File: src/conv_pkg.sv
package conv_pkg;

    //////////////////////////////////////////////////////////////////////
    // word and counter widths
    //////////////////////////////////////////////////////////////////////
    localparam int ADDR_W = 16;
    localparam int SIZE_W = 16;
    localparam int DIM_W  = 16;

    typedef logic [ADDR_W-1:0] addr_t;  // buffer line address
    typedef logic [SIZE_W-1:0] size_t;  // sizes, indices, counters
    typedef logic [DIM_W-1:0]  dim_t;   // layer configuration field

    //////////////////////////////////////////////////////////////////////
    // sequencer states
    //////////////////////////////////////////////////////////////////////
    typedef enum logic [2:0] {
        S_IDLE,
        S_FB,    // filter block loop
        S_CB,    // channel block loop
        S_SLOT,  // loader kicked off, first kernel read
        S_PUSH,  // kernels and bias being pushed
        S_IMG    // image streaming until write-back ends
    } seq_state_t;

    //////////////////////////////////////////////////////////////////////
    // default array size and datapath latencies
    //////////////////////////////////////////////////////////////////////
    localparam int N_PE_DEF         = 4;
    localparam int LAT_MAC_DEF      = 2;
    localparam int LAT_ADD_TREE_DEF = 5;
    localparam int LAT_FB_ADD_DEF   = 1;

endpackage

File: src/conv_filter_loader.sv
`timescale 1ns/10ps

module conv_filter_loader import conv_pkg::*; #(
    parameter int N_PE = N_PE_DEF
) (
    input  logic            clk,
    input  logic            rst,
    input  logic            load_start,
    input  logic            last_cb,
    input  size_t           fb,
    input  size_t           cb,
    input  size_t           filt_size,
    input  size_t           cb_cnt,
    input  size_t           in_size,
    input  dim_t            filters,
    output logic            k_rd_en,
    output logic            bias_rd_en,
    output addr_t           k_rd_addr,
    output addr_t           bias_rd_addr,
    output logic [N_PE-1:0] shift_filter,
    output logic [N_PE-1:0] shift_bias,
    output logic            load_done
);

    localparam size_t NPE_S = size_t'(N_PE);

    logic            busy;
    logic            bias_ph;    // reading the bias word of the slot
    size_t           slot;
    size_t           kidx;
    logic            slot_end;
    logic            last_rd;
    logic            last_rd_q;
    logic [N_PE-1:0] slot_oh;

    assign k_rd_en    = busy && !bias_ph;
    assign bias_rd_en = busy && bias_ph;

    // bias only rides along on the last channel block
    assign slot_end = bias_ph || (kidx == filt_size - 16'd1 && !last_cb);
    assign last_rd  = busy && slot_end && (slot == NPE_S - 16'd1);
    assign slot_oh  = N_PE'(1) << slot;

    // kernels sit after all cb_cnt input images in channel block major order
    assign k_rd_addr = cb_cnt * in_size + filt_size * filters * cb
                     + filt_size * (NPE_S * fb + slot) + kidx;
    assign bias_rd_addr = NPE_S * fb + slot;  // one word per filter

    always_ff @(posedge clk or posedge rst) begin
        if (rst) begin
            busy         <= 1'b0;
            bias_ph      <= 1'b0;
            slot         <= '0;
            kidx         <= '0;
            last_rd_q    <= 1'b0;
            load_done    <= 1'b0;
            shift_filter <= '0;
            shift_bias   <= '0;
        end else begin
            shift_filter <= k_rd_en ? slot_oh : '0;  // data arrives one cycle later
            shift_bias   <= bias_rd_en ? slot_oh : '0;
            last_rd_q    <= last_rd;
            load_done    <= last_rd_q;
            if (load_start) begin
                busy    <= 1'b1;
                bias_ph <= 1'b0;
                slot    <= '0;
                kidx    <= '0;
            end else if (busy) begin
                if (slot_end) begin
                    kidx    <= '0;
                    bias_ph <= 1'b0;
                    slot    <= slot + 16'd1;
                    if (slot == NPE_S - 16'd1) begin
                        busy <= 1'b0;
                    end
                end else if (kidx == filt_size - 16'd1) begin
                    bias_ph <= 1'b1;
                end else begin
                    kidx <= kidx + 16'd1;
                end
            end
        end
    end

endmodule

File: config.mk
export PLATFORM = sky130hd
export DESIGN_NAME = conv_filter_loader
export DESIGN_NICKNAME = d
export VERILOG_FILES = /design/src/conv_pkg.sv /design/src/conv_filter_loader.sv
export SDC_FILE = /design/constraint.sdc
export NUM_CORES = 1
export LEC_CHECK = 0
export BUFFER_PORTS_ARGS = -buffer_cell sky130_fd_sc_hd__buf_2
export CAP_MARGIN = 20
export CORE_MARGIN = 1
export CORE_UTILIZATION = 50
export CTS_BUF_LIST = sky130_fd_sc_hd__clkbuf_8
export DETAILED_ROUTE_END_ITERATION = 6
export PLACE_DENSITY = 0.69
export SLEW_MARGIN = 20
export SYNTH_ARGS = -nofsm -noshare
export SYNTH_HDL_FRONTEND = slang
export SYNTH_SLANG_ARGS = --single-unit
File: constraint.sdc
create_clock -name clk -period 13.98 [get_ports clk]
set_input_delay 0.699 -clock clk [delete_from_list [all_inputs] [get_ports clk]]
set_output_delay 0.699 -clock clk [all_outputs]
set_load 0.02 [all_outputs]
* Word-level counts from Yosys, hierarchy flattened
Index checks and enable logic that the tools add are counted.
** Storage, ports and cells
- Output and inout port bits :: 43
- Input bits :: 100
- Bits in registers :: 44
- Logic and storage cells :: 54
** Operators by class
- $mul :: 4
- Multiplexer cells :: 17
- Reduce and logical (&&, ||, !) cells :: 14
- Equal/unequal tests :: 3
- Add/sub/neg operators :: 7
- Shifts and indexed selects :: 1
** Operators with widths (count)
- $mux W16 :: 7
- $add A16 B16 Y16 :: 4
- $mul A16 B16 Y16 :: 4
- $add A16 B1 Y16 const B :: 2
- $eq A16 B16 Y1 :: 1
- $eq A16 B2 Y1 const B :: 1
- $shl A1 B16 Y4 const A :: 1
- $sub A16 B1 Y16 const B :: 1
- $mux W1 :: 8
- $mux W4 :: 2
- $reduce_and A2 Y1 :: 3
- $logic_and A1 B1 Y1 :: 5
- $reduce_bool A2 Y1 :: 2
- $ne A3 B3 Y1 const B :: 1
- $reduce_bool A3 Y1 :: 1
- $logic_not A1 Y1 :: 2
- $logic_or A1 B1 Y1 :: 1

* Depth between registers and ports, before layout
Gate-level depths: netlist of run 1.
- Word-level depth :: 7
- Gate-level depth with buffers :: 47
- Depth with buffers taken out :: 45

* Worst setup path before layout of run 1
Ideal clock, no wire load.
- Path kind :: input to output
- Start :: input filt_size[6]
- End :: output k_rd_addr[15]
- Setup slack :: 0.866 ns
- Arrival :: 12.415 ns
- Stages :: 38
- Path buffers :: 3
- Data required time :: 13.281 ns
- Path through :: clkbuf_1 clkbuf_1 clkbuf_1 nand2_1 fa_1 fa_1 fa_1 fa_1 fa_1 fa_1 inv_1 ha_1 a21o_1 a21oi_1 o21ai_0 xor2_1 nand2_1 fa_1 [... 2 more ...] fa_1 fa_1 fa_1 fa_1 fa_1 fa_1 inv_1 fa_1 xnor2_1 xnor2_1 xnor2_1 xnor2_1 xnor3_1 xnor2_1 xnor3_1 xnor3_1 xnor3_1 xnor3_1
** On the way
- Longest elaborated chain between the ends :: 5
- Elaborated cells between the ends (all ways) :: 6
- Those cells by class :: add/sub: 3; mul: 3
** Ends and longest elaborated chain
- from (decl) :: line conv_filter_loader.sv:12 : input size_t filt_size,
- $mul A16 B16 Y16 (2 in a row) :: line conv_filter_loader.sv:45 : assign k_rd_addr = cb_cnt * in_size + filt_size * filters * cb
- $add A16 B16 Y16 :: line conv_filter_loader.sv:45
- $add A16 B16 Y16 * (2 in a row) :: line conv_filter_loader.sv:46 : + filt_size * (NPE_S * fb + slot) + kidx;
- to (decl) :: line conv_filter_loader.sv:18 : output addr_t k_rd_addr,
Every way passes the cells marked *; elsewhere a longest branch is shown, timed or not.

* Final worst setup path of run 1
- Start :: input filt_size[3]
- End :: output k_rd_addr[15]
The elaborated chain is that of the path after synthesis.

==> results.py, run 1 <==
metrics = {
    "run_status": {
        "status": "finished clean",
    },
    "detailed_routing": {
        "num_vias": 15000,
        "antenna_left": 0,
        "routedWlPerCell_microns": 18.0,
        "routed_wl_mm": 50.7,
        "drc": 0,
        "first_pass_iters": 6,
        "via_per_inst": 5.30,
        "drt_iter0_drc": 805,
    },
    "grt": {
        "grt_pass1_vias": 16100,
        "antenna_found_initial": 2,
        "grt.overflow.total": 0,
        "grt_first_pass_wirelength_mm": 83.3,
        "grt_start_max_net_pins": 45,
        "track_usage_pct": 27.1,
    },
    "placed_design": {
        "place.gp.congestion": 0.920,
        "dpl.hpwl_mm": 43.0,
        "io_buffers": 140,
    },
    "timing": {
        "maxSlewViolCount": 0,
        "worstMarginPinSlew_ns": 1.03,
        "post-route-period-util_pct": 96.7,
        "finClkSkew_ns": 0.00796,
        "period_needed_ns": 13.51,
        "rsz0062_at_grt": "no",
        "hold_viol": 0,
        "setup_violations": 0,
        "tns_ns": 0,
        "slew_headroom_pct": 30.8,
        "max_freq_mhz": 74.0,
    },
    "critical_path": {
        "startpoint": "filt_size[3]",
        "arrival_ns": 12.82,
        "timing.rr.start": "kidx[3]",
        "crit_top_cell": "fa_1",
        "max_stage_delay_ns": 0.57,
        "path_class": "primary input to output port",
        "slowest_stage": "fa_1",
        "cp.required_ns": 13.28,
        "cp_max_fo": 11,
        "crit_path_end_kind": "output port",
        "r2r_slack_ns": 10.90,
        "cp-start-kind": "primary input",
    },
    "cells_and_area": {
        "num-nets-final": 2991,
        "diodes": 0,
        "num-fill-cells": 3653,
        "syn_to_final_growth_pct": 6.42,
        "final_cell_mix": "inv_1, fa_1, nand2_1",
        "mostFrequentLayoutCell": "inv_1",
        "drive_gt1_share_pct": 8.24,
    },
    "logic_synthesis": {
        "synth_top_area_cell": "fa_1",
        "synthArstFlopShare_pct": 100,
        "synth_edf_count": 0,
        "yosysWarnings": 0,
        "ys_ff_latch": 44,
        "syn_inst": 2226,
        "synth-seq-area-share_pct": 5.64,
        "synth_cell_types": 62,
        "yosysTopAreaCellShare_pct": 39.3,
        "avgSynthCellArea_sq_um": 8.77,
        "synth.top_cells.by_area": "fa_1, ha_1, inv_1",
        "ys.flop_type": "dfrtp_1",
        "syn_area_sq_mm": 0.0195,
        "synth_fp_nets": 2912,
    },
    "clocking": {
        "path_clk_slew_ns": 0.08,
        "insertion_delay_ns": 0.30,
        "clockRootBuffer": "clkbuf_8",
        "cts_tree": "built",
        "hold_buffers": 0,
        "cts_buffers": 5,
        "htreeDepth": 2,
        "cts.path.max_buffers": 2,
        "cts_num_sinks": 44,
    },
    "min_path": {
        "holdCritStartpoint": "last_rd_q",
        "hold_class": "flip-flop to flip-flop",
    },
    "floorplanning": {
        "rows": 72,
        "fp.dieArea_sq_mm": 0.0398,
        "core_area_sq_mm": 0.0386,
        "die_x_microns": 200,
        "initial_utilization_pct": 50.6,
        "ios": 143,
        "fp.dieH_microns": 200,
    },
    "job": {
        "max_cap_viol_count": 0,
    },
}
## synthesized netlist by cell type, drive strengths merged, types with 15 or more instances
cell and count:
and2 211, dfrtp 44, o21ai 22, inv 491, clkbuf 75, nand2 352
a21oi 31, ha 203, and3 23, buf 15, xor2 50, nand3 20
nor3 19, xnor2 133, nor2 58, fa 383
## registers in the layout, indices dropped and copies added, names as in the netlist
| register | cells |
|---|---|
| load_done | 1 |
| kidx | 16 |
| busy | 1 |
| slot | 16 |
| shift_bias | 4 |
| bias_ph | 1 |
| last_rd_q | 1 |
| shift_filter | 4 |
## layout make-up
type,instances,area (sq um),area share [%]
clock inverters,2,10.0,0.0482
repair buffers,162,870,4.19
inverters,491,1840,8.87
flip-flops and latches,44,1100,5.30
multi-input cells,1601,16200,78.1
well taps,518,648,3.12
clock buffers,6,82.6,0.398
## critical path, delay by kind of cell
| family | cells | cell delay (ns) |
|---|---|---|
| adders and majority gates | 16 | 7.34 |
| xor gates and xnor gates | 11 | 2.98 |
| buffers and inverters | 7 | 0.71 |
| AOI/OAI and AO/OA | 3 | 0.68 |
| and+or+nand+nor | 3 | 0.34 |
## layer usage
| metal | vias up | track usage, % | share of wire, % |
|---|---|---|---|
| met5 | - | 0 | 0.053 |
| met4 | 4 | 7.21 | 2.6 |
| met2 | 490 | 46.3 | 49 |
| met1 | 7650 | 36.6 | 42 |
| li1 | 6726 | - | - |
| met3 | 89 | 2.73 | 6.3 |
## worst paths after layout
kind	to	cells past startpoint
worst min-delay path	load_done	0
worst min register to register	load_done	0
worst max register to register	slot[12]	12
min in group asynchronous	kidx[1]	3
max in group asynchronous	slot[11]	3
worst max-delay path	k_rd_addr[15]	40
## timing repair
item	4_1_cts	5_1_grt
endpoints found under the setup margin	0	1
setup buffers	0	0
gates resized for setup	0	2
endpoints found under the hold margin	0	0
## metrics by stage
stage / worst slack [ns] / util, % / hold WS, ns / cell area (sq um) / cells
6_report: 0.466 / 53.9 / 0.377 / 20800 / 2824
5_1_grt: 0.0163 / 53.9 / 0.384 / 20800 / 2824
4_1_cts: 0.335 / 53.8 / 0.376 / 20800 / 2824
3_5_place_dp: 0.366 / 53.6 / 0.346 / 20700 / 2816
3_3_place_gp: 0.489 / 53.6 / 0.344 / 20700 / 2816
2_1_floorplan: 0.866 / - / 0.331 / 19500 / 2226
## cells by family (layout without fill, tap and decap cells)
family                     Yosys count  in the layout  share of synthesized area [%]
xor gates and xnor gates           192            192                           9.32
DFF                                 44             44                           5.64
adders and majority gates          586            586                           52.3
AOI/OAI and AO/OA                   88             88                           2.86
muxes                                3              3                          0.154
and+or+nand+nor                    732            732                           18.4
buffers and inverters              581            661                           11.3
Power of run 1 is left out: the tool's default activity adds up to more than one toggle a clock period on the data nets, which glitch-free logic cannot reach.
==> run 2, diff against run 1 <==
Settings changed: ABC_AREA set to 1, GPL_TIMING_DRIVEN set to 1.
==> results.py, run 2 <==
metrics = {
    "run_status": {
        "status": "finished clean",
    },
    "critical_path": {
        "crit_buf_inv": 9,
        "path_class": "primary input to output port",
        "slowest_stage": "fa_1",
        "r2r_slack_ns": 11.36,
        "crit_path_end_kind": "output port",
        "cp.required_ns": 13.28,
        "startpoint": "filt_size[5]",
        "cp-start-kind": "primary input",
        "max_stage_delay_ns": 0.58,
        "cp_max_fo": 25,
        "path_depth": 45,
        "r2r-end": "kidx[1]",
        "crit_top_cell": "fa_1",
        "timing.rr.start": "kidx[11]",
        "path_delay_family": "adder cells",
        "r2r_cells": 16,
        "endpoint": "k_rd_addr[15]",
        "arrival_ns": 12.19,
    },
    "cells_and_area": {
        "finish.utilization_pct": 53.2,
        "final_cell_mix": "nand2_1, inv_1, fa_1",
        "mostFrequentLayoutCell": "nand2_1",
        "num-nets-final": 3680,
        "drive_gt1_share_pct": 6.91,
        "num-fill-cells": 3975,
        "syn_to_final_growth_pct": 5.05,
        "post-route-cell-area_sq_mm": 0.0223,
        "layout_top_registers": "kidx (16), slot (16)",
    },
    "timing": {
        "tns_ns": 0,
        "rsz0062_at_grt": "no",
        "setup_violations": 0,
        "holdWs_ns": 0.360,
        "worstMarginPinSlew_ns": 0.895,
        "slew_headroom_pct": 40.3,
        "period_needed_ns": 12.89,
        "post-route-period-util_pct": 92.2,
        "finClkSkew_ns": 0.0122,
        "maxSlewViolCount": 0,
        "hold_viol": 0,
        "max_freq_mhz": 77.6,
    },
    "clocking": {
        "cts_buffers": 5,
        "clockRootBuffer": "clkbuf_8",
        "hold_buffers": 0,
        "cts_resized": 0,
        "insertion_delay_ns": 0.32,
        "htreeDepth": 2,
        "cts_tree": "built",
        "path_clk_slew_ns": 0.08,
        "cts_num_sinks": 44,
        "post-cts-setup-buffers": 0,
        "cts.path.max_buffers": 2,
    },
    "grt": {
        "antenna_found_initial": 3,
        "grt_pass1_vias": 18500,
        "grt_start_max_net_pins": 45,
        "grt.overflow.total": 0,
        "track_usage_pct": 26.7,
        "grt_first_pass_wirelength_mm": 92.3,
    },
    "logic_synthesis": {
        "synth.top_cells.by_area": "fa_1, nand2_1, inv_1",
        "ys.flop_type": "dfrtp_1",
        "synth_xor_area_share_pct": 3.96,
        "synth_cell_types": 47,
        "synth-seq-area-share_pct": 5.19,
        "ys_ff_latch": 44,
        "yosysWarnings": 0,
        "synth_most_common_cell": "nand2_1",
        "synth_top_family_by_area": "adder cells",
        "synth_mux_area_share_pct": 0,
        "synth_edf_count": 0,
        "avgSynthCellArea_sq_um": 7.23,
        "synthArstFlopShare_pct": 100,
        "synth_top_area_cell": "fa_1",
        "yosysTopAreaCellShare_pct": 36.1,
        "synth_fp_nets": 3622,
        "ys_top_cells_by_count": "nand2_1, inv_1, fa_1",
        "syn_inst": 2936,
        "synthAdderAreaFrac_pct": 48.1,
        "synth_compound_area_share_pct": 2.66,
        "synthSimpleGateAreaFrac_pct": 23.2,
        "syn_area_sq_mm": 0.0212,
    },
    "detailed_routing": {
        "drt_iter0_drc": 1469,
        "routed_wl_mm": 56.2,
        "met1_length_mm": 23.4,
        "num_vias": 17900,
        "wl_met2_mm": 27.0,
        "antenna_left": 0,
        "via_per_inst": 5.07,
        "routedWlPerCell_microns": 15.9,
        "first_pass_iters": 6,
        "drc": 0,
        "wl_met3_mm": 3.94,
        "routed.top_layer": "met5",
    },
    "placed_design": {
        "post_dp_cell_area_sq_mm": 0.0222,
        "place.gp.congestion": 0.948,
        "dpl.hpwl_mm": 47.6,
        "io_buffers": 140,
    },
    "min_path": {
        "hold_class": "flip-flop to flip-flop",
        "whs_path_depth": 0,
    },
    "floorplanning": {
        "ios": 143,
        "rows": 75,
        "initial_utilization_pct": 50.6,
        "fp.dieH_microns": 208,
        "die_x_microns": 208,
        "fp.dieArea_sq_mm": 0.0433,
        "core_area_sq_mm": 0.0419,
    },
    "job": {
        "max_cap_viol_count": 0,
    },
}
## run 2: changes by cell type after synthesis, sizes merged, moves of 92 or more
cell and delta:
xnor2 -99, nand2 +489, and2 -210, nor2 +103, inv +347, nand3 +92
## run 2: kinds of logic after synthesis
logic type	count (synthesis)
compound gates	82
flops	44
xor+xnor	96
fa+ha+maj	586
buf+inv	936
simple gates	1192
## run 2: worst min path at each step
stage	start	endpoint	slack, ns
6_report	last_rd_q	load_done	0.36
5_1_grt	last_rd_q	load_done	0.37
4_1_cts	last_rd_q	load_done	0.36
3_5_place_dp	last_rd_q	load_done	0.34
3_3_place_gp	last_rd_q	load_done	0.34
2_1_floorplan	last_rd_q	load_done	0.33
## run 2: routing by layer
metal  global-route usage, %  vias up
met2                    45.9      588
met1                    35.3     8683
met3                    3.31      105
li1                        -     8537
met5                       0        -
met4                    8.05        4
## run 2: final cells by class
| type | count | area [sq um] | area share, % |
|---|---|---|---|
| clock buffers | 5 | 68.8 | 0.308 |
| inverters | 843 | 3170 | 14.2 |
| clock inverters | 3 | 18.8 | 0.0841 |
| well taps | 539 | 674 | 3.02 |
| diodes | 2 | 5.00 | 0.0224 |
| repair buffers | 144 | 731 | 3.28 |
| multi-input cells | 1956 | 16500 | 74.1 |
| flip-flops and latches | 44 | 1100 | 4.94 |
## run 2: stage by stage
stage	cells	worst slack, ns
5_1_grt	3535	0.512
2_1_floorplan	2936	2.13
4_1_cts	3534	1.03
6_report	3536	1.09
3_5_place_dp	3526	1.05
3_3_place_gp	3526	1.14
Power of run 2 is left out for the same reason.
