[src/conv_pkg.sv]
package conv_pkg;

    //////////////////////////////////////////////////////////////////////
    // word and counter widths
    //////////////////////////////////////////////////////////////////////
    localparam int ADDR_W = 16;
    localparam int SIZE_W = 16;
    localparam int DIM_W  = 16;

    typedef logic [ADDR_W-1:0] addr_t;  // buffer line address
    typedef logic [SIZE_W-1:0] size_t;  // sizes, indices, counters
    typedef logic [DIM_W-1:0]  dim_t;   // layer configuration field

    //////////////////////////////////////////////////////////////////////
    // sequencer states
    //////////////////////////////////////////////////////////////////////
    typedef enum logic [2:0] {
        S_IDLE,
        S_FB,    // filter block loop
        S_CB,    // channel block loop
        S_SLOT,  // loader kicked off, first kernel read
        S_PUSH,  // kernels and bias being pushed
        S_IMG    // image streaming until write-back ends
    } seq_state_t;

    //////////////////////////////////////////////////////////////////////
    // default array size and datapath latencies
    //////////////////////////////////////////////////////////////////////
    localparam int N_PE_DEF         = 4;
    localparam int LAT_MAC_DEF      = 2;
    localparam int LAT_ADD_TREE_DEF = 5;
    localparam int LAT_FB_ADD_DEF   = 1;

endpackage

[src/conv_image_stream.sv]
`timescale 1ns/10ps

module conv_image_stream import conv_pkg::*; (
    input  logic  clk,
    input  logic  rst,
    input  logic  stream_start,
    input  size_t cb,
    input  size_t in_size,
    input  size_t win_lat,
    output logic  img_rd_en,
    output logic  shift_line,
    output logic  mac_en,
    output addr_t img_rd_addr
);

    logic  run;
    size_t rd_idx;
    size_t lat_cnt;   // saturates once the window is full

    assign img_rd_en   = run;
    assign img_rd_addr = in_size * cb + rd_idx;   // one image per channel block
    assign mac_en      = run && (lat_cnt == win_lat);

    //////////////////////////////////////////////////////////////////////
    // read pointer and window fill counter
    //////////////////////////////////////////////////////////////////////
    always_ff @(posedge clk or posedge rst) begin
        if (rst) begin
            run        <= 1'b0;
            rd_idx     <= '0;
            lat_cnt    <= '0;
            shift_line <= 1'b0;
        end else begin
            shift_line <= img_rd_en;   // word lands in the line buffer next cycle
            if (stream_start) begin
                run     <= 1'b1;
                rd_idx  <= '0;
                lat_cnt <= '0;
            end else if (run) begin
                rd_idx <= rd_idx + 16'd1;
                if (lat_cnt != win_lat) begin
                    lat_cnt <= lat_cnt + 16'd1;
                end
                if (rd_idx == in_size - 16'd1) begin
                    run <= 1'b0;
                end
            end
        end
    end

    // the array must have seen line data when the window opens
    assert property (@(posedge clk) disable iff (rst)
        $rose(mac_en) |-> shift_line)
        else $error("mac_en raised before any line shift");

endmodule

[config.mk]
export PLATFORM = sky130hd
export DESIGN_NAME = conv_image_stream
export DESIGN_NICKNAME = d
export VERILOG_FILES = /design/src/conv_pkg.sv /design/src/conv_image_stream.sv
export SDC_FILE = /design/constraint.sdc
export NUM_CORES = 1
export LEC_CHECK = 0
export ABC_AREA = 0
export BUFFER_PORTS_ARGS = -buffer_cell sky130_fd_sc_hd__buf_2
export CAP_MARGIN = 5
export CORE_MARGIN = 5
export CORE_UTILIZATION = 62
export DETAILED_ROUTE_END_ITERATION = 8
export GPL_ROUTABILITY_DRIVEN = 0
export PLACE_DENSITY = 0.91
export SETUP_SLACK_MARGIN = 0.3
export SYNTH_ARGS = -nofsm -noshare
export SYNTH_HDL_FRONTEND = slang
export SYNTH_SLANG_ARGS = --single-unit
[constraint.sdc]
create_clock -name clk -period 8.2 [get_ports clk]
set_input_delay 0.82 -clock clk [delete_from_list [all_inputs] [get_ports clk]]
set_output_delay 0.82 -clock clk [all_outputs]
set_load 0.02 [all_outputs]
# After elaboration in Yosys (flattened, before gate mapping)
# Cells that the tools add are included.
[totals] regBits=34 latch_bits=0 mem_bits_rw=0 rom_bits=0 out_inout_bits=19 n_memories=0
[op_classes] add_sub_neg=4 n_mul=1 n_div=0 order_cmp=0 eq_ne=3 n_shift=0 n_mux=8 n_bitwise=0 reduce_logical=4
[op_table] cell="two-way mux 16 bit" n=5
[op_table] cell="adder 16 x 1 -> 16 bit, second input constant" n=2
[op_table] cell="equality test 16 bit" n=2
[op_table] cell="adder 16 bit" n=1
[op_table] cell="multiplier 16 x 16 -> 16 bit" n=1
[op_table] cell="inequality test 16 bit" n=1
[op_table] cell="subtractor 16 x 1 -> 16 bit, second input constant" n=1
[op_table] cell="nonzero test 2 bit" n=2
[op_table] cell="two-way mux 1 bit" n=3
[op_table] cell="AND reduction 2 bit" n=1
[op_table] cell="logical AND 1 bit" n=1

# Longest topological paths before layout
# Gate-level depths: netlist of the first run.
[depth] depth_word=5 ltp_mapped=21 mapped_depth_nobuf=19

# Worst setup path after synthesis of the first run
# No wires, ideal clock.
[synth_timing] path_kind="input-to-output" start="in in_size[4]" end="out img_rd_addr[15]" t_arrival_ns=5.800 setup_slack_ns=1.580 stages=20 path_buffers=2 path_cell_list="clkbuf_1 clkbuf_1 and2_1 fa_1 inv_1 fa_1 inv_1 ha_1 fa_1 fa_1 inv_1 fa_1 inv_1 ha_1 or2_2 a21oi_1 a31oi_1 a21o_1 o41a_1 xor2_1"
[synth_via] elab_chain_cells=2
[synth_lines] item="from (decl)" line="conv_image_stream.sv:8" source="input size_t in_size,"
[synth_lines] item="multiplier 16 x 16 -> 16 bit" line="conv_image_stream.sv:21" source="assign img_rd_addr = in_size * cb + rd_idx;"
[synth_lines] item="adder 16 bit" line="conv_image_stream.sv:21"
[synth_lines] item="to (decl)" line="conv_image_stream.sv:13" source="output addr_t img_rd_addr"
# Every way passes these cells.

# Worst setup path after layout of the first run
[layout_timing] start="in in_size[6]" end="out img_rd_addr[15]"
# The elaborated chain is that of the path after synthesis.

==> results of run 1 <==
[cell usage in the layout, fill, tap and decap left out, types with 4 or more instances in the layout]
cell type,netlist,final
nand3b_1,5,5
nor2b_1,5,5
ha_1,55,55
a21oi_1,14,14
a21o_1,4,4
or3_1,4,4
nand3_1,7,7
xnor2_1,75,75
inv_1,148,148
xor2_1,20,20
buf_2,6,69
a211oi_1,4,4
nor3_1,11,11
nand2_1,116,116
clkbuf_8,0,5
nand4_1,14,14
dfrtp_1,34,34
nor2_1,47,47
o21ai_0,8,8
fa_1,94,94
and2_1,41,41
mux2_1,4,4
[worst max-delay path, stage by stage]
cell,delay [ns]
buf_2,0.29
nand2_1,0.13
fa_1,0.56
inv_1,0.06
fa_1,0.47
ha_1,0.22
fa_1,0.49
inv_1,0.06
fa_1,0.52
fa_1,0.51
inv_1,0.05
ha_1,0.34
and3_1,0.17
a21oi_1,0.17
a31oi_1,0.15
a21o_1,0.23
o41a_1,0.32
xor2_1,0.16
buf_2,0.18
[logic make-up after synthesis]
kind of cell | count (synthesis) | synth area share, %
AO/OA/AOI/OAI | 59 | 6.515
AND/OR/NAND/NOR | 269 | 19.10
XOR/XNOR | 96 | 12.57
adder cells (fa/ha/maj) | 149 | 37.80
buffers and inverters | 184 | 10.38
multiplexers | 7 | 1.123
flip-flops | 34 | 12.51
[registers in the layout (all words and copies together) (netlist names)]
signal      flops
lat_cnt        16
img_rd_en       1
rd_idx         16
shift_line      1
[power by group]
group | leakage, nW | internal, mW | switching, mW
Clock | 0.0683 | 0.122 | 0.0652
Sequential | 0.460 | 0.170 | 0.00401
Combinational | 3.00 | 0.800 | 1.11
[synthesized netlist by cell type, types with 2 or more instances]
cell type,instances,share of area [%]
nand3b_1,5,0.55
o41ai_1,2,0.26
or3_1,4,0.37
nor3b_1,2,0.22
a211oi_2,2,0.37
mux2_1,4,0.66
nor4_1,2,0.18
nand3_1,7,0.52
buf_2,6,0.44
o21a_1,3,0.33
fa_1,94,28
nor2_1,47,2.6
nor2b_1,5,0.46
a21oi_1,14,1.0
or2_2,2,0.18
o211ai_1,2,0.22
and2_1,41,3.8
dfrtp_1,34,13
nand4_1,14,1.3
a21o_1,4,0.44
buf_1,2,0.11
xnor2_1,75,9.7
and3_1,3,0.28
or4_1,2,0.22
nor3_1,11,0.81
o2111ai_1,2,0.26
a211oi_1,4,0.44
inv_1,148,8.2
nand2_1,116,6.4
o21ai_0,8,0.59
ha_1,55,10
and4_1,2,0.26
xor2_1,20,2.6
a31oi_1,3,0.28
clkbuf_1,27,1.5
mux2i_1,2,0.29
[metal layers]
layer | global-route usage [%] | wire length [µm]
met1 | 31.09 | 6109
met2 | 43.97 | 7874
met3 | 3.277 | 1165
met4 | 7.121 | 283
met5 | 0 | 0
[metrics by stage]
| step | hold WS (ns) | instances | util [%] | power (mW) |
|---|---|---|---|---|
| floorplan | 0.5076 | 798 | - | 1.600 |
| global placement | 0.5689 | 972 | 66.50 | 2.042 |
| detailed placement | 0.5947 | 972 | 66.50 | 2.095 |
| CTS | 0.6117 | 980 | 67.77 | 2.289 |
| global route | 0.6421 | 980 | 67.77 | 2.501 |
| finish | 0.6108 | 980 | 67.77 | 2.269 |
[worst paths after layout]
kind,startpoint,endpoint,slack (ns)
max,in_size[6],img_rd_addr[15],1.49
min,lat_cnt[4],lat_cnt[4],0.61
max reg2reg,lat_cnt[8],lat_cnt[15],5.30
min reg2reg,lat_cnt[4],lat_cnt[4],0.61
max in group asynchronous,rst,lat_cnt[0],7.27
min in group asynchronous,rst,lat_cnt[3],0.62
[cell type report]
type	instances	area share [%]
Sequential cell	34	11.63
Clock inverter	3	0.9408
Multi-Input combinational cell	580	71.67
Timing Repair Buffer	70	4.824
Clock buffer	5	0.9408
Tap cell	140	2.395
Inverter	148	7.595
==> flow_summary_export.csv, run 1 <==
group,metric,value,unit
outcome,status,"finished, final reports clean",
timing,setup_ws,1.489,ns
route,drt_iter0_drc,337,
die,ioPinCount,70,
power,p_per_area,310.2,nW/µm²
grt,grt-ovfl-total,0,
timing,finalClockSkew,0.007612,ns
timing,finalCritPeriodShare,81.84,%
route,vias,5435,
placed_design,portBuffers,69,
clock_network,cts_sinks,34,
placed_design,pre_cts_ws,1.499,ns
timing,fin_crit,6.711,ns
route,wl,15430,µm
synthesis,syn-instance-count,798,
die,coreArea,10790,µm²
die,row_count,38,
timing,tns,0,ns
clock_network,path_clk_slew,0.07,ns
clock_network,ctsHtreeMaxLevel,2,
synthesis,synth-edff-count,0,
worst_hold_path,holdPathStages,2,
finish,nFillCells,813,
clock_network,cts_resized,0,
timing,rsz0062_at_grt,"no",
clock_network,cts_tree,"built",
critical_path,crit_path_end_kind,"primary output",
grt,grt_usage,24.55,%
die,dieArea,13160,µm²
synthesis,avgSynthCellArea,8.520,µm²
flow_run,cap_violations,0,
die,start_util,63.00,%
synthesis,ys.warnings.count,0,
grt,grt_pass1_vias,5667,
critical_path,crit_fanout,16,
critical_path,rr_worst_depth,6,
clock_network,clock_latency,0.29,ns
critical_path,critical_path_class,"in2out",
finish,diodes,0,
route,ant_nets,0,
timing,hold_viol,0,
route,drcViolationCount,0,
die,die_w,114.7,µm
placed_design,place_area,7177,µm²
synthesis,yosysSeqAreaShare,12.51,%
finish,drive_above_1_share,10.83,%
clock_network,postCtsSetupRepairBufs,0,
clock_network,cts_hold_buf,0,
finish,final_area,7315,µm²
clock_network,cts_buffer_depth,2,
grt,grt_pass1_wl,26050,µm
synthesis,synth-seq-cells,34,
grt,antenna_found_initial,0,
critical_path,start_kind,"input pin",
critical_path,critPathArrivalTime,5.89,ns
power,peakVddDrop,821.8,µV
placed_design,dp_hpwl,12730,µm
worst_hold_path,hold_class,"reg2reg",
synthesis,synth.distinct_cells,60,
clock_network,numCtsBuffers,5,
critical_path,required,7.38,ns
clock_network,cts-root-buf,"clkbuf_8",
die,fp.dieH,114.7,µm
timing,slew_headroom,23.39,%
timing,slew_violations,0,
route,wl_per_cell,15.75,µm
finish,area_delta_synth_final,7.582,%
route,via_per_inst,5.546,
synthesis,ys_async_sr_fraction,100.0,%
synthesis,synthFlopType,"dfrtp_1",
finish,seqCellArea,850.8,µm²
route,dr.pass1.iters,5,
synthesis,syn-cell-area,6799,µm²
finish,multi_input_area,5243,µm²
synthesis,mappedNetlistNets,998,
grt,grt_start_max_net_pins,40,
timing,setup_viol,0,
timing,worst_slew_pin_slew,1.137,ns
timing,fmax,149.0,MHz
finish,nNetsFinal,1039,
power,p_leak,3.528,nW
No activity file was read; power rests on OpenSTA's default activity.
==> inputs of run 2 (changes only) <==
--- a/config.mk
+++ b/config.mk
@@ -5,14 +5,14 @@
 export SDC_FILE = /design/constraint.sdc
 export NUM_CORES = 1
 export LEC_CHECK = 0
-export ABC_AREA = 0
+export ABC_AREA = 1
 export BUFFER_PORTS_ARGS = -buffer_cell sky130_fd_sc_hd__buf_2
 export CAP_MARGIN = 5
 export CORE_MARGIN = 5
-export CORE_UTILIZATION = 62
+export CORE_UTILIZATION = 56
 export DETAILED_ROUTE_END_ITERATION = 8
 export GPL_ROUTABILITY_DRIVEN = 0
-export PLACE_DENSITY = 0.91
+export PLACE_DENSITY = 0.87
 export SETUP_SLACK_MARGIN = 0.3
 export SYNTH_ARGS = -nofsm -noshare
 export SYNTH_HDL_FRONTEND = slang
==> constraint.sdc (replaced) <==
create_clock -name clk -period 5.6 [get_ports clk]
set_input_delay 0.56 -clock clk [delete_from_list [all_inputs] [get_ports clk]]
set_output_delay 0.56 -clock clk [all_outputs]
set_load 0.02 [all_outputs]
==> flow_summary_export.csv, run 2 <==
group,metric,value,unit
outcome,status,"complete, but fails checks",
outcome,violations,"setup timing",
finish,layout_commonest_cell,"nand2_1",
grt,grt-ovfl-total,0,
die,start_util,57.44,%
route,via_per_inst,5.261,
clock_network,numCtsBuffers,5,
grt,use_met2,44.15,%
clock_network,cts-root-buf,"clkbuf_16",
die,fp.dieH,124.2,µm
grt,grt_pass1_vias,6999,
clock_network,ctsHtreeMaxLevel,2,
route,vias,6845,
finish,final_area,8931,µm²
critical_path,crit_fanout,6,
grt,antenna_found_initial,0,
placed_design,dp_hpwl,14620,µm
clock_network,path_clk_slew,0.05,ns
finish,layout_common_cells,"nand2_1, inv_1, fa_1",
power,p_leak,4.842,nW
timing,setup_ws,-0.07109,ns
timing,rsz0062_at_grt,"yes",
timing,setup_viol,3,
synthesis,mappedNetlistNets,1219,
timing,finalCritPeriodShare,101.3,%
synthesis,synth_common_cells,"nand2_1, inv_1, fa_1, ha_1, nor2_1",
timing,slew_violations,0,
synthesis,synth-edff-count,0,
timing,fmax,176.3,MHz
timing,finalClockSkew,0.004583,ns
route,wl,19350,µm
critical_path,worst_path_most_repeated_cell,"fa_1",
die,dieArea,15440,µm²
synthesis,synthFlopType,"dfrtp_1",
route,wl_per_cell,14.87,µm
synthesis,synth.distinct_cells,39,
timing,fin_crit,5.671,ns
critical_path,critPathArrivalTime,5.11,ns
route,ant_nets,0,
synthesis,synth_top_area_cell,"fa_1",
route,drcViolationCount,0,
finish,area_delta_synth_final,22.21,%
grt,grt_pass1_wl,31640,µm
synthesis,yosysSeqAreaShare,11.64,%
critical_path,critical_path_class,"in2out",
grt,gr-max-usage-layer,"met2",
grt,met1_usage,27.83,%
finish,diodes,0,
route,drt_iter0_drc,528,
finish,nFillCells,958,
power,peakVddDrop,579.9,µV
finish,drive_above_1_share,22.23,%
placed_design,pre_cts_ws,-0.2439,ns
synthesis,avgSynthCellArea,7.172,µm²
synthesis,netlist_top_cells_area,"fa_1, nand2_1, inv_1",
flow_run,cap_violations,0,
die,die_w,124.2,µm
critical_path,crit_path_end_kind,"primary output",
die,row_count,41,
finish,biggestRegsByFlops,"lat_cnt x16, rd_idx x16",
synthesis,ys.warnings.count,0,
grt,grt_start_max_net_pins,35,
critical_path,cp_slowest_cell,"fa_1",
timing,worst_slew_pin_slew,0.7142,ns
clock_network,cts_tree,"built",
timing,tns,-0.08155,ns
clock_network,cts_buffer_depth,2,
critical_path,start_kind,"input pin",
critical_path,path_cells,"buf_4 > buf_4 > nand2_1 > fa_1 > inv_1 > ha_1 > fa_1 > fa_1 > inv_1 > fa_1 > fa_1 > inv_2 > ha_4 > buf_4 > nand4_1 > inv_2 > nand2_1 > nand3_4 > inv_2 > nand3_2 > nand2_2 > buf_6",
die,ioPinCount,70,
synthesis,synth_top_area_share,25.75,%
route,dr.pass1.iters,5,
die,coreArea,12720,µm²
synthesis,syn-instance-count,1019,
timing,hold_viol,0,
critical_path,required,5.04,ns
timing,slew_headroom,52.09,%
clock_network,cts_sinks,34,
placed_design,place_area,8204,µm²
placed_design,portBuffers,69,
finish,nNetsFinal,1328,
synthesis,synth-seq-cells,34,
worst_hold_path,hold_class,"in2async",
grt,grt_usage,24.26,%
synthesis,synth.most_common_cell,"nand2_1",
power,power.total,5.130,mW
power,p_per_area,574.4,nW/µm²
synthesis,syn-cell-area,7308,µm²
clock_network,clock_latency,0.28,ns
critical_path,critPathMaxStageDelay,0.56,ns
synthesis,ys_async_sr_fraction,100.0,%
grt,grtUsageMet3,4.031,%
==> run 2: cell types whose count changed after synthesis, moves of 7 or more <==
cell,change
inv_1,+93
and2_1,-41
a21oi_1,+12
buf_2,+7
xnor2_1,-46
o21ai_0,+10
nand2_1,+160
nand3_1,+41
clkbuf_1,-12
nor2_1,+7
nand4_1,-7
xor2_1,+14
==> run 2: final timing paths <==
check / end / slack, ns / start / depth (start not counted)
hold reg to reg: rd_idx[6] / 0.57 / rd_idx[6] / 1
min in group clk: rd_idx[6] / 0.57 / rd_idx[6] / 1
hold / removal: lat_cnt[4] / 0.37 / rst / 3
max in group asynchronous: lat_cnt[14] / 4.92 / rst / 3
setup reg to reg: lat_cnt[6] / 3.66 / lat_cnt[1] / 8
setup / recovery: img_rd_addr[15] / -0.07 / in_size[2] / 22
==> run 2: cell families after synthesis <==
kind of cell / after synthesis / share of synthesized area [%]
simple gates: 425 / 25.10
compound gates: 66 / 5.085
fa+ha+maj: 149 / 35.17
buf+inv: 281 / 15.15
flops: 34 / 11.64
xor+xnor: 64 / 7.858
==> run 2: cell type report <==
class,instances,area [µm²],share of cell area (%)
Multi-Input combinational cell,704,5694,63.76
Timing Repair Buffer,139,1107,12.40
Inverter,244,915.9,10.25
Sequential cell,34,850.8,9.526
Tap cell,172,215.2,2.410
Clock buffer,7,142.6,1.597
Clock inverter,1,5.005,0.05604
==> run 2: critical path: cells and delay by family <==
kind,cells,cell delay (ns)
adders and majority gates,7,3.14
buffers and inverters,9,0.89
and+or+nand+nor,6,0.53
==> run 2: what timing repair did <==
action	in CTS	in global routing
hold buffers	0	0
pin swaps	37	20
setup buffers	11	8
endpoints found under the setup margin	7	7
resized for setup	76	57
==> run 2: through the flow <==
stage,utilization [%],hold slack [ns],instances
3_5_place_dp,64.49,0.5503,1274
3_3_place_gp,64.49,0.5426,1274
4_1_cts,68.21,0.3764,1293
6_report,70.20,0.3701,1301
2_1_floorplan,-,0.4781,1019
5_1_grt,70.20,0.4140,1301
==> run 2: metal layers <==
layer	vias up	share of wire [%]
met5	-	0
met4	0	4.7
met3	81	6.5
met2	292	52
met1	3245	37
li1	3227	-
==> run 2: report_power, final <==
group,switching (mW),internal [mW],leakage [nW]
clock network,0.0996,0.176,0.0739
registers,0.00619,0.250,0.460
logic,2.43,2.17,4.31
total,2.53,2.60,4.84
