### config.mk
export PLATFORM = sky130hd
export DESIGN_NAME = conv_stage_gate
export DESIGN_NICKNAME = d
export VERILOG_FILES = /design/src/conv_pkg.sv /design/src/conv_stage_gate.sv
export SDC_FILE = /design/constraint.sdc
export NUM_CORES = 1
export LEC_CHECK = 0
export BUFFER_PORTS_ARGS = -buffer_cell sky130_fd_sc_hd__buf_2
export CORE_MARGIN = 5
export CORE_UTILIZATION = 45
export CTS_CLUSTER_DIAMETER = 80
export DETAILED_ROUTE_END_ITERATION = 7
export MAX_ROUTING_LAYER = met4
export PLACE_DENSITY = 0.61
export SLEW_MARGIN = 5
export SYNTH_ARGS = -nofsm -noshare
export SYNTH_HDL_FRONTEND = slang
export SYNTH_SLANG_ARGS = --single-unit
### constraint.sdc
create_clock -name clk -period 6.3 [get_ports clk]
set_clock_uncertainty 0.15 [all_clocks]
set_input_delay 0.315 -clock clk [delete_from_list [all_inputs] [get_ports clk]]
set_output_delay 0.315 -clock clk [all_outputs]
set_load 0.005 [all_outputs]
### src/conv_pkg.sv
package conv_pkg;

    //////////////////////////////////////////////////////////////////////
    // word and counter widths
    //////////////////////////////////////////////////////////////////////
    localparam int ADDR_W = 16;
    localparam int SIZE_W = 16;
    localparam int DIM_W  = 16;

    typedef logic [ADDR_W-1:0] addr_t;  // buffer line address
    typedef logic [SIZE_W-1:0] size_t;  // sizes, indices, counters
    typedef logic [DIM_W-1:0]  dim_t;   // layer configuration field

    //////////////////////////////////////////////////////////////////////
    // sequencer states
    //////////////////////////////////////////////////////////////////////
    typedef enum logic [2:0] {
        S_IDLE,
        S_FB,    // filter block loop
        S_CB,    // channel block loop
        S_SLOT,  // loader kicked off, first kernel read
        S_PUSH,  // kernels and bias being pushed
        S_IMG    // image streaming until write-back ends
    } seq_state_t;

    //////////////////////////////////////////////////////////////////////
    // default array size and datapath latencies
    //////////////////////////////////////////////////////////////////////
    localparam int N_PE_DEF         = 4;
    localparam int LAT_MAC_DEF      = 2;
    localparam int LAT_ADD_TREE_DEF = 5;
    localparam int LAT_FB_ADD_DEF   = 1;

endpackage

### src/conv_stage_gate.sv
`timescale 1ns/10ps

module conv_stage_gate import conv_pkg::*; (
    input  logic  clk,
    input  logic  rst,
    input  logic  stage_start,
    input  logic  active,
    input  size_t delay,
    input  size_t row_period,
    input  size_t out_wid,
    input  size_t out_size,
    input  size_t fb,
    output logic  strobe,
    output logic  finished,
    output addr_t addr
);

    logic  wait_on;
    logic  run;
    logic  gate;
    size_t dly_cnt;
    size_t col;
    size_t idx;

    assign gate     = (col < out_wid);   // low on wrap-around columns
    assign strobe   = run && gate && active;
    assign finished = run && gate && (idx == out_size - 16'd1);
    assign addr     = out_size * fb + idx;   // holds still while gated

    always_ff @(posedge clk or posedge rst) begin
        if (rst) begin
            wait_on <= 1'b0;
            run     <= 1'b0;
            dly_cnt <= '0;
            col     <= '0;
            idx     <= '0;
        end else if (stage_start) begin
            wait_on <= 1'b1;
            run     <= 1'b0;
            dly_cnt <= '0;
            col     <= '0;
            idx     <= '0;
        end else if (wait_on) begin
            if (dly_cnt == delay - 16'd1) begin
                wait_on <= 1'b0;
                run     <= 1'b1;
            end else begin
                dly_cnt <= dly_cnt + 16'd1;
            end
        end else if (run) begin
            col <= (col == row_period - 16'd1) ? '0 : col + 16'd1;
            if (gate) begin
                idx <= idx + 16'd1;
            end
            if (finished) begin
                run <= 1'b0;
            end
        end
    end

endmodule

# --- After elaboration in Yosys (flattened, before gate mapping) ---
# Cells that the tools add are included.
totals:
  register_bits: 50
  out_inout_bits: 18
op_classes:
  addsub: 7
  mul: 1
  magnitude_cmp: 1
  n_eq_ne: 6
  n_mux: 19
  n_reduce_logical: 9
op_table:
  columns: ["op", "n"]
  rows:
  - ["16-bit 2-to-1 mux", 11]
  - ["16-bit by 1-bit adder with 16-bit output, second input constant", 3]
  - ["16-bit equality test", 3]
  - ["16-bit by 1-bit subtractor with 16-bit output, second input constant", 3]
  - ["16-bit adder", 1]
  - ["16-bit < comparator", 1]
  - ["16-bit by 16-bit multiplier with 16-bit output", 1]
  - ["1-bit 2-to-1 mux", 8]
  - ["2-bit nonzero test", 3]
  - ["2-bit != test, second input constant", 2]
  - ["2-bit AND reduction", 2]
  - ["1-bit logical AND", 3]
  - ["3-bit by 2-bit != test with 1-bit output, second input constant", 1]
  - ["3-bit AND reduction", 1]

# --- Longest topological paths before layout ---
# Gate-level depths: netlist of run 1.
depth:
  depth_word: 7
  ltp_mapped: 22
  depth_no_buf: 21

# --- Least setup slack after synthesis of run 1 ---
# OpenSTA, ideal clock, no wires.
synth_path:
  path_type: "input to output"
  startpoint: "input out_size[5]"
  endpoint: "output addr[15]"
  t_arrival_ns: 5.077
  required_time_ns: 5.835
  path_slack_ns: 0.758
  stages: 19
  path_buffers: 2
  cell_sequence: "clkbuf_1 clkbuf_1 and2_1 fa_1 inv_1 fa_1 fa_1 fa_1 inv_1 fa_1 inv_1 fa_1 inv_1 ha_1 and3_1 a21oi_1 o21ai_0 o41ai_1 xnor2_1"
synth_between:
  elab_chain_cells: 2
synth_lines:
  columns: ["element", "line_no", "text"]
  rows:
  - ["from (decl)", "conv_stage_gate.sv:11", "input size_t out_size,"]
  - ["16-bit by 16-bit multiplier with 16-bit output", "conv_stage_gate.sv:28", "assign addr = out_size * fb + idx;"]
  - ["16-bit adder", "conv_stage_gate.sv:28", null]
  - ["to (decl)", "conv_stage_gate.sv:15", "output addr_t addr"]
# No other way between the ends.

# --- Worst setup path after layout of run 1 ---
layout_path:
  startpoint: "input out_size[10]"
  endpoint: "output addr[15]"
# The elaborated chain is that of the path after synthesis.

==> flow_metrics.env, run 1 <==
export IMPL_grt_pass1_wl_um=35600
export IMPL_hpwl_um=17600
export IMPL_timing_rr_end="col[0]"
export IMPL_syn_area_per_cell_sq_um=8.24
export IMPL_ys_ff_latch=50
export IMPL_worst_pin_slew_ns=0.980
export IMPL_drive_gt1_share_pct=11.7
export IMPL_die_area_sq_um=22900
export IMPL_yosysSeqAreaShare_pct=13.9
export IMPL_post_route_drc_count=0
export IMPL_crit_arrival_ns=5.22
export IMPL_final_cells=1426
export IMPL_port_buffers=101
export IMPL_setup_viol=0
export IMPL_drtPass1Iterations=5
export IMPL_fin_nets=1410
export IMPL_dp_cells=1417
export IMPL_synth_edf_count=0
export IMPL_swShare_pct=43.1
export IMPL_cts_hold_buf=0
export IMPL_cellLeakagePower_nw=4.69
export IMPL_clkLatencyLatePin_ns=0.29
export IMPL_relSlewSlack_pct=34.6
export IMPL_grt_pass1_vias=7248
export IMPL_overflow=0
export IMPL_setup_tns_final_ns=0
export IMPL_power_frac_seq_pct=11.5
export IMPL_wl_um=21300
export IMPL_synth_cell_types=70
export IMPL_tritoncts="done"
export IMPL_finalCriticalPeriod_ns=5.68
export IMPL_cts_buffer_depth=2
export IMPL_cts_resized=0
export IMPL_start_util_pct=46.0
export IMPL_core_sq_um=19500
export IMPL_p_sw_mw=1.22
export IMPL_fp_dieW_um=151
export IMPL_post_cts_buffers=0
export IMPL_cp_end_kind="primary output"
export IMPL_finalCritPeriodShare_pct=90.2
export IMPL_synthesis_nets=1340
export IMPL_status="finished, final reports clean"
export IMPL_hold_slack_ns=0.0461
export IMPL_p_per_area_nw_per_um2=287
export IMPL_drtAntennaViolNets=0
export IMPL_dieHeight_um=151
export IMPL_cts_sinks=50
export IMPL_pwr_share_clk_pct=12.6
export IMPL_ys_warn_count=0
export IMPL_stdcell_area_sq_um=9870
export IMPL_syn_inst=1089
export IMPL_reg2reg_slack_ns=3.22
export IMPL_max_cap_violations=0
export IMPL_cts_buffers=5
export IMPL_critical_path_required_ns=5.83
export IMPL_first_iter_violations=363
export IMPL_final_max_slew_violation_count=0
export IMPL_area_growth_pct=10.0
export IMPL_reg2regPathDepth=7
export IMPL_cp_max_fo=13
export IMPL_cts_htree_levels=2
export IMPL_rsz0062_at_grt="no"
export IMPL_critPathLaunchType="primary input"
export IMPL_grtUsageTotal_pct=19.6
export IMPL_fmax_mhz=176
export IMPL_setup_ws_ns=0.616
export IMPL_hold_viol_final=0
export IMPL_via_per_inst=5.10
export IMPL_place_ws_ns=0.607
export IMPL_timing_rr_start="col[9]"
export IMPL_antenna_found_initial=1
export IMPL_wl_per_cell_um=14.9
export IMPL_criticalPathCategory="in -> out"
export IMPL_vdd_drop_max_uv=403
export IMPL_combPwrFrac_pct=75.9
export IMPL_synthFlopType="dfrtp_1"
export IMPL_min_path_type="in -> async"
export IMPL_syn_cell_area_sq_um=8970
export IMPL_cts_root_buf="clkbuf_16"
export IMPL_grt_max_degree=51
export IMPL_internal_power_mw=1.61
export IMPL_async_flop_share_pct=100
export IMPL_dpl_instance_area_sq_um=9670
export IMPL_clk_pin_slew_ns=0.07
export IMPL_vias=7266
export IMPL_pin_count=102
export IMPL_globalplace_congestion=0.822
export IMPL_row_count=51
## synth_stat cells, drive strengths merged (4+ instances only)
cell type | count | area share, %
a21oi | 41 | 2.3
clkbuf | 37 | 1.5
nor3b | 4 | 0.33
xor2 | 31 | 3.0
or4 | 8 | 0.67
inv | 183 | 7.7
nor3 | 20 | 1.1
ha | 73 | 10
or2 | 4 | 0.28
a21bo | 4 | 0.45
nor2b | 12 | 0.84
dfrtp | 50 | 14
and3 | 13 | 0.91
mux2i | 13 | 1.5
mux2 | 6 | 0.75
and2 | 53 | 3.7
nor2 | 59 | 2.5
nand2 | 123 | 5.1
xnor2 | 86 | 8.4
or3 | 8 | 0.56
nand3b | 7 | 0.59
buf | 5 | 0.36
a31oi | 12 | 1.0
nand4 | 18 | 1.3
o21ai | 26 | 1.5
o41ai | 6 | 0.79
nand2b | 12 | 0.84
nor4 | 16 | 1.4
nand3 | 21 | 1.2
fa | 94 | 21
## cell type report
| type | count | area [sq um] |
|---|---|---|
| Clock buffer | 6 | 139 |
| Sequential cell | 50 | 1250 |
| Multi-Input combinational cell | 814 | 6860 |
| Fill cell | 1922 | 9660 |
| Timing Repair Buffer | 105 | 536 |
| Tap cell | 265 | 332 |
| Clock inverter | 2 | 60.1 |
| Inverter | 183 | 687 |
| Antenna cell | 1 | 2.50 |
## worst max path at each step
stage                      start       end
finish              out_size[10]  addr[15]
global route               fb[1]  addr[15]
CTS                 out_size[10]  addr[15]
detailed placement  out_size[10]  addr[15]
global placement     out_size[8]  addr[15]
floorplan            out_size[5]  addr[15]
## metrics by stage
stage	total power [mW]	utilization, %
after CTS	2.88	50.5
after floorplan	1.90	-
final	2.83	50.5
after global routing	3.19	50.5
after detailed placement	2.52	49.5
after global placement	2.48	49.5
## per-layer routing
layer	GRT usage (%)	share of wire, %	vias to the layer above
li1	-	-	3655
met1	26.1	46	3479
met2	34.0	50	126
met3	1.35	3.4	6
met4	2.18	0.42	0
met5	-	0	-
## cell families (layout without fill, tap and decap cells)
logic type | Yosys count | after routing | share of synthesized area, %
multiplexers | 19 | 19 | 2.20
flip-flops | 50 | 50 | 13.9
XOR/XNOR | 117 | 117 | 11.4
AO/OA/AOI/OAI | 123 | 123 | 9.39
adder cells (fa/ha/maj) | 167 | 167 | 31.2
AND/OR/NAND/NOR | 388 | 388 | 22.3
other | 0 | 1 | 0
buffers and inverters | 225 | 296 | 9.57
## sequential cells by signal, indices dropped and copies added, names as in the netlist
| register | flops |
|---|---|
| run | 1 |
| wait_on | 1 |
| idx | 16 |
| col | 16 |
| dly_cnt | 16 |
## critical path, cell delays in order
cell and delay (ns):
buf_2 0.19, and2_1 0.21, fa_1 0.53, inv_1 0.05, fa_1 0.55, fa_1 0.44
fa_1 0.54, inv_1 0.05, fa_1 0.47, inv_1 0.05, fa_1 0.47, inv_1 0.04
ha_1 0.32, and3_1 0.17, a21oi_1 0.10, o21ai_0 0.13, o41ai_1 0.32, xnor2_1 0.15
buf_2 0.12
## power groups by stage
stage	Combinational, mW	Clock (mW)	Sequential [mW]
floorplan	1.57	0	0.331
global placement	2.14	0	0.331
detailed placement	2.19	0	0.331
CTS	2.19	0.363	0.325
global route	2.49	0.378	0.325
finish	2.15	0.356	0.325
## placed cells by master (no fill, tap or decap), drive strengths merged, types with 3 or more instances in the layout
cell	Yosys	layout
or2	4	4
and3	13	13
and2	53	53
o211ai	3	3
mux2	6	6
inv	183	183
or4	8	8
dfrtp	50	50
nand2	123	123
buf	5	105
ha	73	73
nand3	21	21
a21bo	4	4
a2111oi	3	3
xor2	31	31
a31oi	12	12
mux2i	13	13
nor2	59	59
nor3b	4	4
o41ai	6	6
a21o	3	3
nor4	16	16
xnor2	86	86
nor2b	12	12
nand3b	7	7
or3	8	8
nand4	18	18
a21oi	41	41
clkbuf	37	6
fa	94	94
nor3	20	20
a22o	3	3
or4b	3	3
nand2b	12	12
o21ai	26	26
nor4b	3	3
Note: power is estimated with default switching activity, not from simulation.
==> run 2: changes to the inputs <==
--- a/config.mk
+++ b/config.mk
@@ -10,7 +10,6 @@
 export CORE_UTILIZATION = 45
 export CTS_CLUSTER_DIAMETER = 80
 export DETAILED_ROUTE_END_ITERATION = 7
-export MAX_ROUTING_LAYER = met4
 export PLACE_DENSITY = 0.61
 export SLEW_MARGIN = 5
 export SYNTH_ARGS = -nofsm -noshare
==> run 2 against run 1 <==
  * Worst setup slack better by 0.0023 ns
  * Fmax about the same
  * Critical path depth did not move
  * Critical endpoint unchanged
  * Largest power group unchanged
==> flow_metrics.env, run 2 (synthesis results as in run 1) <==
export IMPL_status="finished, final reports clean"
export IMPL_finalCriticalPeriod_ns=5.68
export IMPL_grtUsageTotal_pct=19.0
export IMPL_post_route_drc_count=0
export IMPL_dr_wl_met2_um=10700
export IMPL_antenna_found_initial=1
export IMPL_setup_tns_final_ns=0
export IMPL_cts_resized=0
export IMPL_pin_count=102
export IMPL_setup_viol=0
export IMPL_cts_htree_levels=2
export IMPL_internal_power_mw=1.61
export IMPL_wl_um=21300
export IMPL_drtAntennaViolNets=0
export IMPL_globalplace_congestion=0.810
export IMPL_hold_viol_final=0
export IMPL_row_count=51
export IMPL_grt_max_degree=51
export IMPL_rsz0062_at_grt="no"
export IMPL_cp_end_kind="primary output"
export IMPL_final_cell_mix="inv_1, nand2_1, buf_2"
export IMPL_tritoncts="done"
export IMPL_post_cts_buffers=0
export IMPL_top_regs="col: 16 flops, dly_cnt: 16 flops, idx: 16 flops"
export IMPL_clk_pin_slew_ns=0.07
export IMPL_p_per_area_nw_per_um2=287
export IMPL_cts_buffers=5
export IMPL_clkLatencyLatePin_ns=0.29
export IMPL_critPathLaunchType="primary input"
export IMPL_drtPass1Iterations=5
export IMPL_start_util_pct=46.0
export IMPL_via_per_inst=5.11
export IMPL_die_area_sq_um=22900
export IMPL_vias=7281
export IMPL_fp_dieW_um=151
export IMPL_final_common_cell="inv_1"
export IMPL_cts_root_buf="clkbuf_16"
export IMPL_cellLeakagePower_nw=4.69
export IMPL_cts_hold_buf=0
export IMPL_fin_nets=1410
export IMPL_criticalPathCategory="in -> out"
export IMPL_cts_buffer_depth=2
export IMPL_critical_path_required_ns=5.83
export IMPL_finalCritPeriodShare_pct=90.2
export IMPL_drive_gt1_share_pct=11.7
export IMPL_pwr_share_clk_pct=12.6
export IMPL_min_path_type="in -> async"
export IMPL_hpwl_um=17600
export IMPL_power_frac_seq_pct=11.5
export IMPL_worst_pin_slew_ns=0.972
export IMPL_p_sw_mw=1.22
export IMPL_wl_per_cell_um=15.0
export IMPL_grt_pass1_wl_um=35600
export IMPL_wl_met3_um=705
export IMPL_cts_sinks=50
export IMPL_area_growth_pct=9.97
export IMPL_n_antenna_cell=0
export IMPL_vdd_drop_max_uv=402
export IMPL_relSlewSlack_pct=35.2
export IMPL_power_total_mw=2.83
export IMPL_dp_cells=1417
export IMPL_dieHeight_um=151
export IMPL_max_cap_violations=0
export IMPL_highest_layer="met5"
export IMPL_final_max_slew_violation_count=0
export IMPL_port_buffers=101
export IMPL_swShare_pct=43.1
export IMPL_core_sq_um=19500
export IMPL_cp_max_fo=13
export IMPL_grt_pass1_vias=7257
export IMPL_overflow=0
export IMPL_combPwrFrac_pct=76.0
export IMPL_crit_arrival_ns=5.22
export IMPL_fmax_mhz=176
export IMPL_first_iter_violations=331
export IMPL_m1WireLength_um=9790
export IMPL_final_cells=1425
## run 2: cell types whose count changed in the layout (fill, tap and decap cells not counted)
cell,delta
diode_2,-1
## run 2: worst paths after layout
check                      slack (ns)  cells past startpoint           to         start
max                              0.62                     19     addr[15]  out_size[10]
min                              0.05                      3  dly_cnt[15]           rst
max reg2reg                      3.23                      7       col[0]        col[9]
min reg2reg                      0.42                      1      col[15]       col[15]
max in group asynchronous        5.51                      3       idx[8]           rst
min in group clk                 0.42                      1      col[15]       col[15]
## run 2: cell type report
class | count | area (sq um)
clock buffer | 6 | 139
clock inverter | 2 | 60.1
fill | 1923 | 9660
inverter | 183 | 687
multi-input combinational | 814 | 6860
sequential | 50 | 1250
tap | 265 | 332
timing repair buffer | 105 | 536
## run 2: power by group through the flow
stage               registers (mW)  clock network (mW)  logic, mW
finish                       0.325               0.356       2.15
global route                 0.325               0.378       2.49
CTS                          0.325               0.363       2.19
detailed placement           0.331                   0       2.19
global placement             0.331                   0       2.14
floorplan                    0.331                   0       1.57
## run 2: worst max-delay path: stages
cell and delay, ns:
buf_2 0.19, and2_1 0.21, fa_1 0.53, inv_1 0.05
fa_1 0.55, fa_1 0.44, fa_1 0.54, inv_1 0.05
fa_1 0.47, inv_1 0.05, fa_1 0.47, inv_1 0.04
ha_1 0.32, and3_1 0.17, a21oi_1 0.10, o21ai_0 0.13
o41ai_1 0.32, xnor2_1 0.15, buf_2 0.12
## run 2: stage by stage
stage	hold WS [ns]	util (%)	setup WS [ns]	instance area (sq um)
floorplan	0.330	-	0.758	8970
global placement	0.385	49.5	0.630	9670
detailed placement	0.386	49.5	0.607	9670
CTS	0.0758	50.5	0.607	9870
global route	0.104	50.5	0.266	9870
finish	0.0477	50.5	0.619	9870
## run 2: per-layer routing
layer  global-route usage (%)  up-vias
li1                         -     3656
met1                     26.0     3497
met2                     34.0      118
met3                     1.56        8
met4                     2.18        2
met5                        0        -
==> run 3: changes to the inputs <==
==> constraint.sdc (replaced) <==
create_clock -name clk -period 7.2 [get_ports clk]
set_clock_uncertainty 0.15 [all_clocks]
set_input_delay 0.36 -clock clk [delete_from_list [all_inputs] [get_ports clk]]
set_output_delay 0.36 -clock clk [all_outputs]
set_load 0.005 [all_outputs]
==> run 3 against run 2 <==
  * Worst setup slack better by 0.72 ns
  * Design area fell by 0.51%
  * Power fell by 14%
  * First-iteration DRC count decreased by 8.5%
  * Core utilization shrank 0.26 points
  * Final cell count fell by 0.21%
  * Flip-flop and latch count unchanged
  * Sequential power is 12% lower
  * Sequential share of layout area increased by 0.065 points
  * Die area unchanged
  * Non-clock buffer count is 2 lower
  * Critical endpoint unchanged
==> flow_metrics.env, run 3 (synthesis results as in run 1) <==
export IMPL_status="finished, final reports clean"
export IMPL_reg2reg_slack_ns=4.13
export IMPL_wl_per_cell_um=15.0
export IMPL_critical_path_max_stage_delay_ns=0.53
export IMPL_combPwrFrac_pct=77.5
export IMPL_rsz0062_at_grt="no"
export IMPL_grt_pass1_wl_um=36700
export IMPL_first_iter_violations=303
export IMPL_drive_gt1_share_pct=11.5
export IMPL_slowest_stage="fa_1"
export IMPL_crit_family="adder cells"
export IMPL_cts_buffer_depth=2
export IMPL_max_cap_violations=0
export IMPL_cp_max_fo=13
export IMPL_fmax_mhz=171
export IMPL_globalplace_congestion=0.843
export IMPL_final_common_cell="inv_1"
export IMPL_cts_resized=0
export IMPL_grtUsageTotal_pct=19.5
export IMPL_multi_input_area_sq_um=6860
export IMPL_cts_hold_buf=0
export IMPL_pwr_share_clk_pct=10.8
export IMPL_swShare_pct=44.3
export IMPL_dieHeight_um=151
export IMPL_min_path_type="in -> async"
export IMPL_post_cts_buffers=0
export IMPL_die_area_sq_um=22900
export IMPL_p_per_area_nw_per_um2=249
export IMPL_hpwl_um=17700
export IMPL_cp_cell_sequence="buf_2 -> and2_1 -> fa_1 -> inv_1 -> fa_1 -> inv_1 -> fa_1 -> fa_1 -> fa_1 -> inv_1 -> fa_1 -> inv_1 -> ha_1 -> and3_1 -> a21oi_1 -> o21ai_0 -> o41ai_1 -> xnor2_1 -> buf_2"
export IMPL_setup_viol=0
export IMPL_pin_count=102
export IMPL_row_count=51
export IMPL_wl_um=21300
export IMPL_timing_rr_start="col[9]"
export IMPL_tritoncts="done"
export IMPL_timing_rr_end="col[0]"
export IMPL_internal_power_mw=1.36
export IMPL_hold_viol_final=0
export IMPL_power_total_mw=2.45
export IMPL_relSlewSlack_pct=34.5
export IMPL_start_util_pct=46.0
export IMPL_n_antenna_cell=0
export IMPL_final_max_slew_violation_count=0
export IMPL_crit_arrival_ns=5.35
export IMPL_cts_sinks=50
export IMPL_area_growth_pct=9.41
export IMPL_vias=7308
export IMPL_antenna_found_initial=1
export IMPL_place_ws_ns=1.35
export IMPL_cp_common_cell="fa_1"
export IMPL_cp_end_kind="primary output"
export IMPL_setup_worst_path_end="addr[15]"
export IMPL_via_per_inst=5.14
export IMPL_top_regs="col: 16 flops, dly_cnt: 16 flops, idx: 16 flops"
export IMPL_cts_buffers=5
export IMPL_n_fill_cell=1958
export IMPL_core_sq_um=19500
export IMPL_overflow=0
export IMPL_finalCritPeriodShare_pct=81.5
export IMPL_final_cell_mix="inv_1, nand2_1, buf_2"
export IMPL_port_buffers=101
export IMPL_reg2regPathDepth=7
export IMPL_setup_tns_final_ns=0
export IMPL_drtPass1Iterations=5
export IMPL_finalCriticalPeriod_ns=5.86
export IMPL_setup_ws_ns=1.34
export IMPL_critPathLaunchType="primary input"
export IMPL_worst_pin_slew_ns=0.983
export IMPL_worstSetupStartpoint="out_size[8]"
export IMPL_path_buf_inv=6
export IMPL_critical_path_required_ns=6.69
export IMPL_grt_max_degree=51
export IMPL_grt_pass1_vias=7586
export IMPL_clk_pin_slew_ns=0.07
export IMPL_post_route_drc_count=0
export IMPL_fp_dieW_um=151
export IMPL_cts_htree_levels=2
export IMPL_cts_root_buf="clkbuf_16"
export IMPL_fin_nets=1408
export IMPL_vdd_drop_max_uv=193
export IMPL_drtAntennaViolNets=0
export IMPL_cellLeakagePower_nw=4.66
export IMPL_p_sw_mw=1.08
export IMPL_power_frac_seq_pct=11.6
export IMPL_path_depth=19
export IMPL_final_seq_area_sq_um=1250
export IMPL_criticalPathCategory="in -> out"
export IMPL_clkLatencyLatePin_ns=0.28
-- run 3: cell count changes in the layout (fill, tap and decap cells not counted), sizes merged --
| cell | previous run | this run |
|---|---|---|
| buf | 105 | 103 |
| clkinv | 0 | 1 |
| bufinv | 2 | 1 |
| clkbuf | 6 | 5 |
-- run 3: final cells by class --
class                      count  share of cell area (%)
multi-input combinational    814                    69.9
sequential                    50                    12.7
inverter                     183                    7.00
timing repair buffer         103                    5.30
tap                          265                    3.38
clock buffer                   5                    1.27
clock inverter                 2                   0.395
-- run 3: worst min-delay path by stage --
| stage | from | endpoint | slack, ns | depth (start not counted) |
|---|---|---|---|---|
| 6_report | rst | dly_cnt[14] | 0.09 | 3 |
| 5_1_grt | rst | dly_cnt[15] | 0.15 | 3 |
| 4_1_cts | rst | dly_cnt[15] | 0.12 | 3 |
| 3_5_place_dp | idx[13] | idx[13] | 0.40 | 2 |
| 3_3_place_gp | idx[13] | idx[13] | 0.39 | 2 |
| 2_1_floorplan | col[15] | col[15] | 0.34 | 1 |
-- run 3: stage by stage --
step	cells	instance area (sq um)	utilization, %	hold slack (ns)
finish	1422	9820	50.3	0.0897
CTS	1422	9820	50.3	0.116
global route	1422	9820	50.3	0.147
detailed placement	1415	9650	49.4	0.396
global placement	1415	9650	49.4	0.387
floorplan	1089	8970	-	0.344
-- run 3: power by group through the flow --
stage / Clock, mW / Sequential (mW) / Combinational [mW]
2_1_floorplan: 0 / 0.289 / 1.38
5_1_grt: 0.284 / 0.285 / 2.21
6_report: 0.265 / 0.285 / 1.90
4_1_cts: 0.273 / 0.285 / 1.93
3_5_place_dp: 0 / 0.290 / 1.92
3_3_place_gp: 0 / 0.290 / 1.90
-- run 3: per-layer routing --
metal  up-vias  global-route usage (%)  part of all wire, %
met5         -                       0                0.061
met4         2                    3.13                 0.98
met3        22                    1.53                  3.3
met2       135                    34.6                   49
met1      3505                    26.4                   47
li1       3644                       -                    -
-- run 3: worst reg2reg max path, delay by kind of cell (launching register included) --
kind / cells / cell delay (ns)
AND/OR/NAND/NOR: 2 / 0.94
AO/OA/AOI/OAI: 2 / 0.77
multiplexers: 1 / 0.40
XOR/XNOR: 1 / 0.17
flip-flops: 1 / 0.43
buffers and inverters: 1 / 0.09
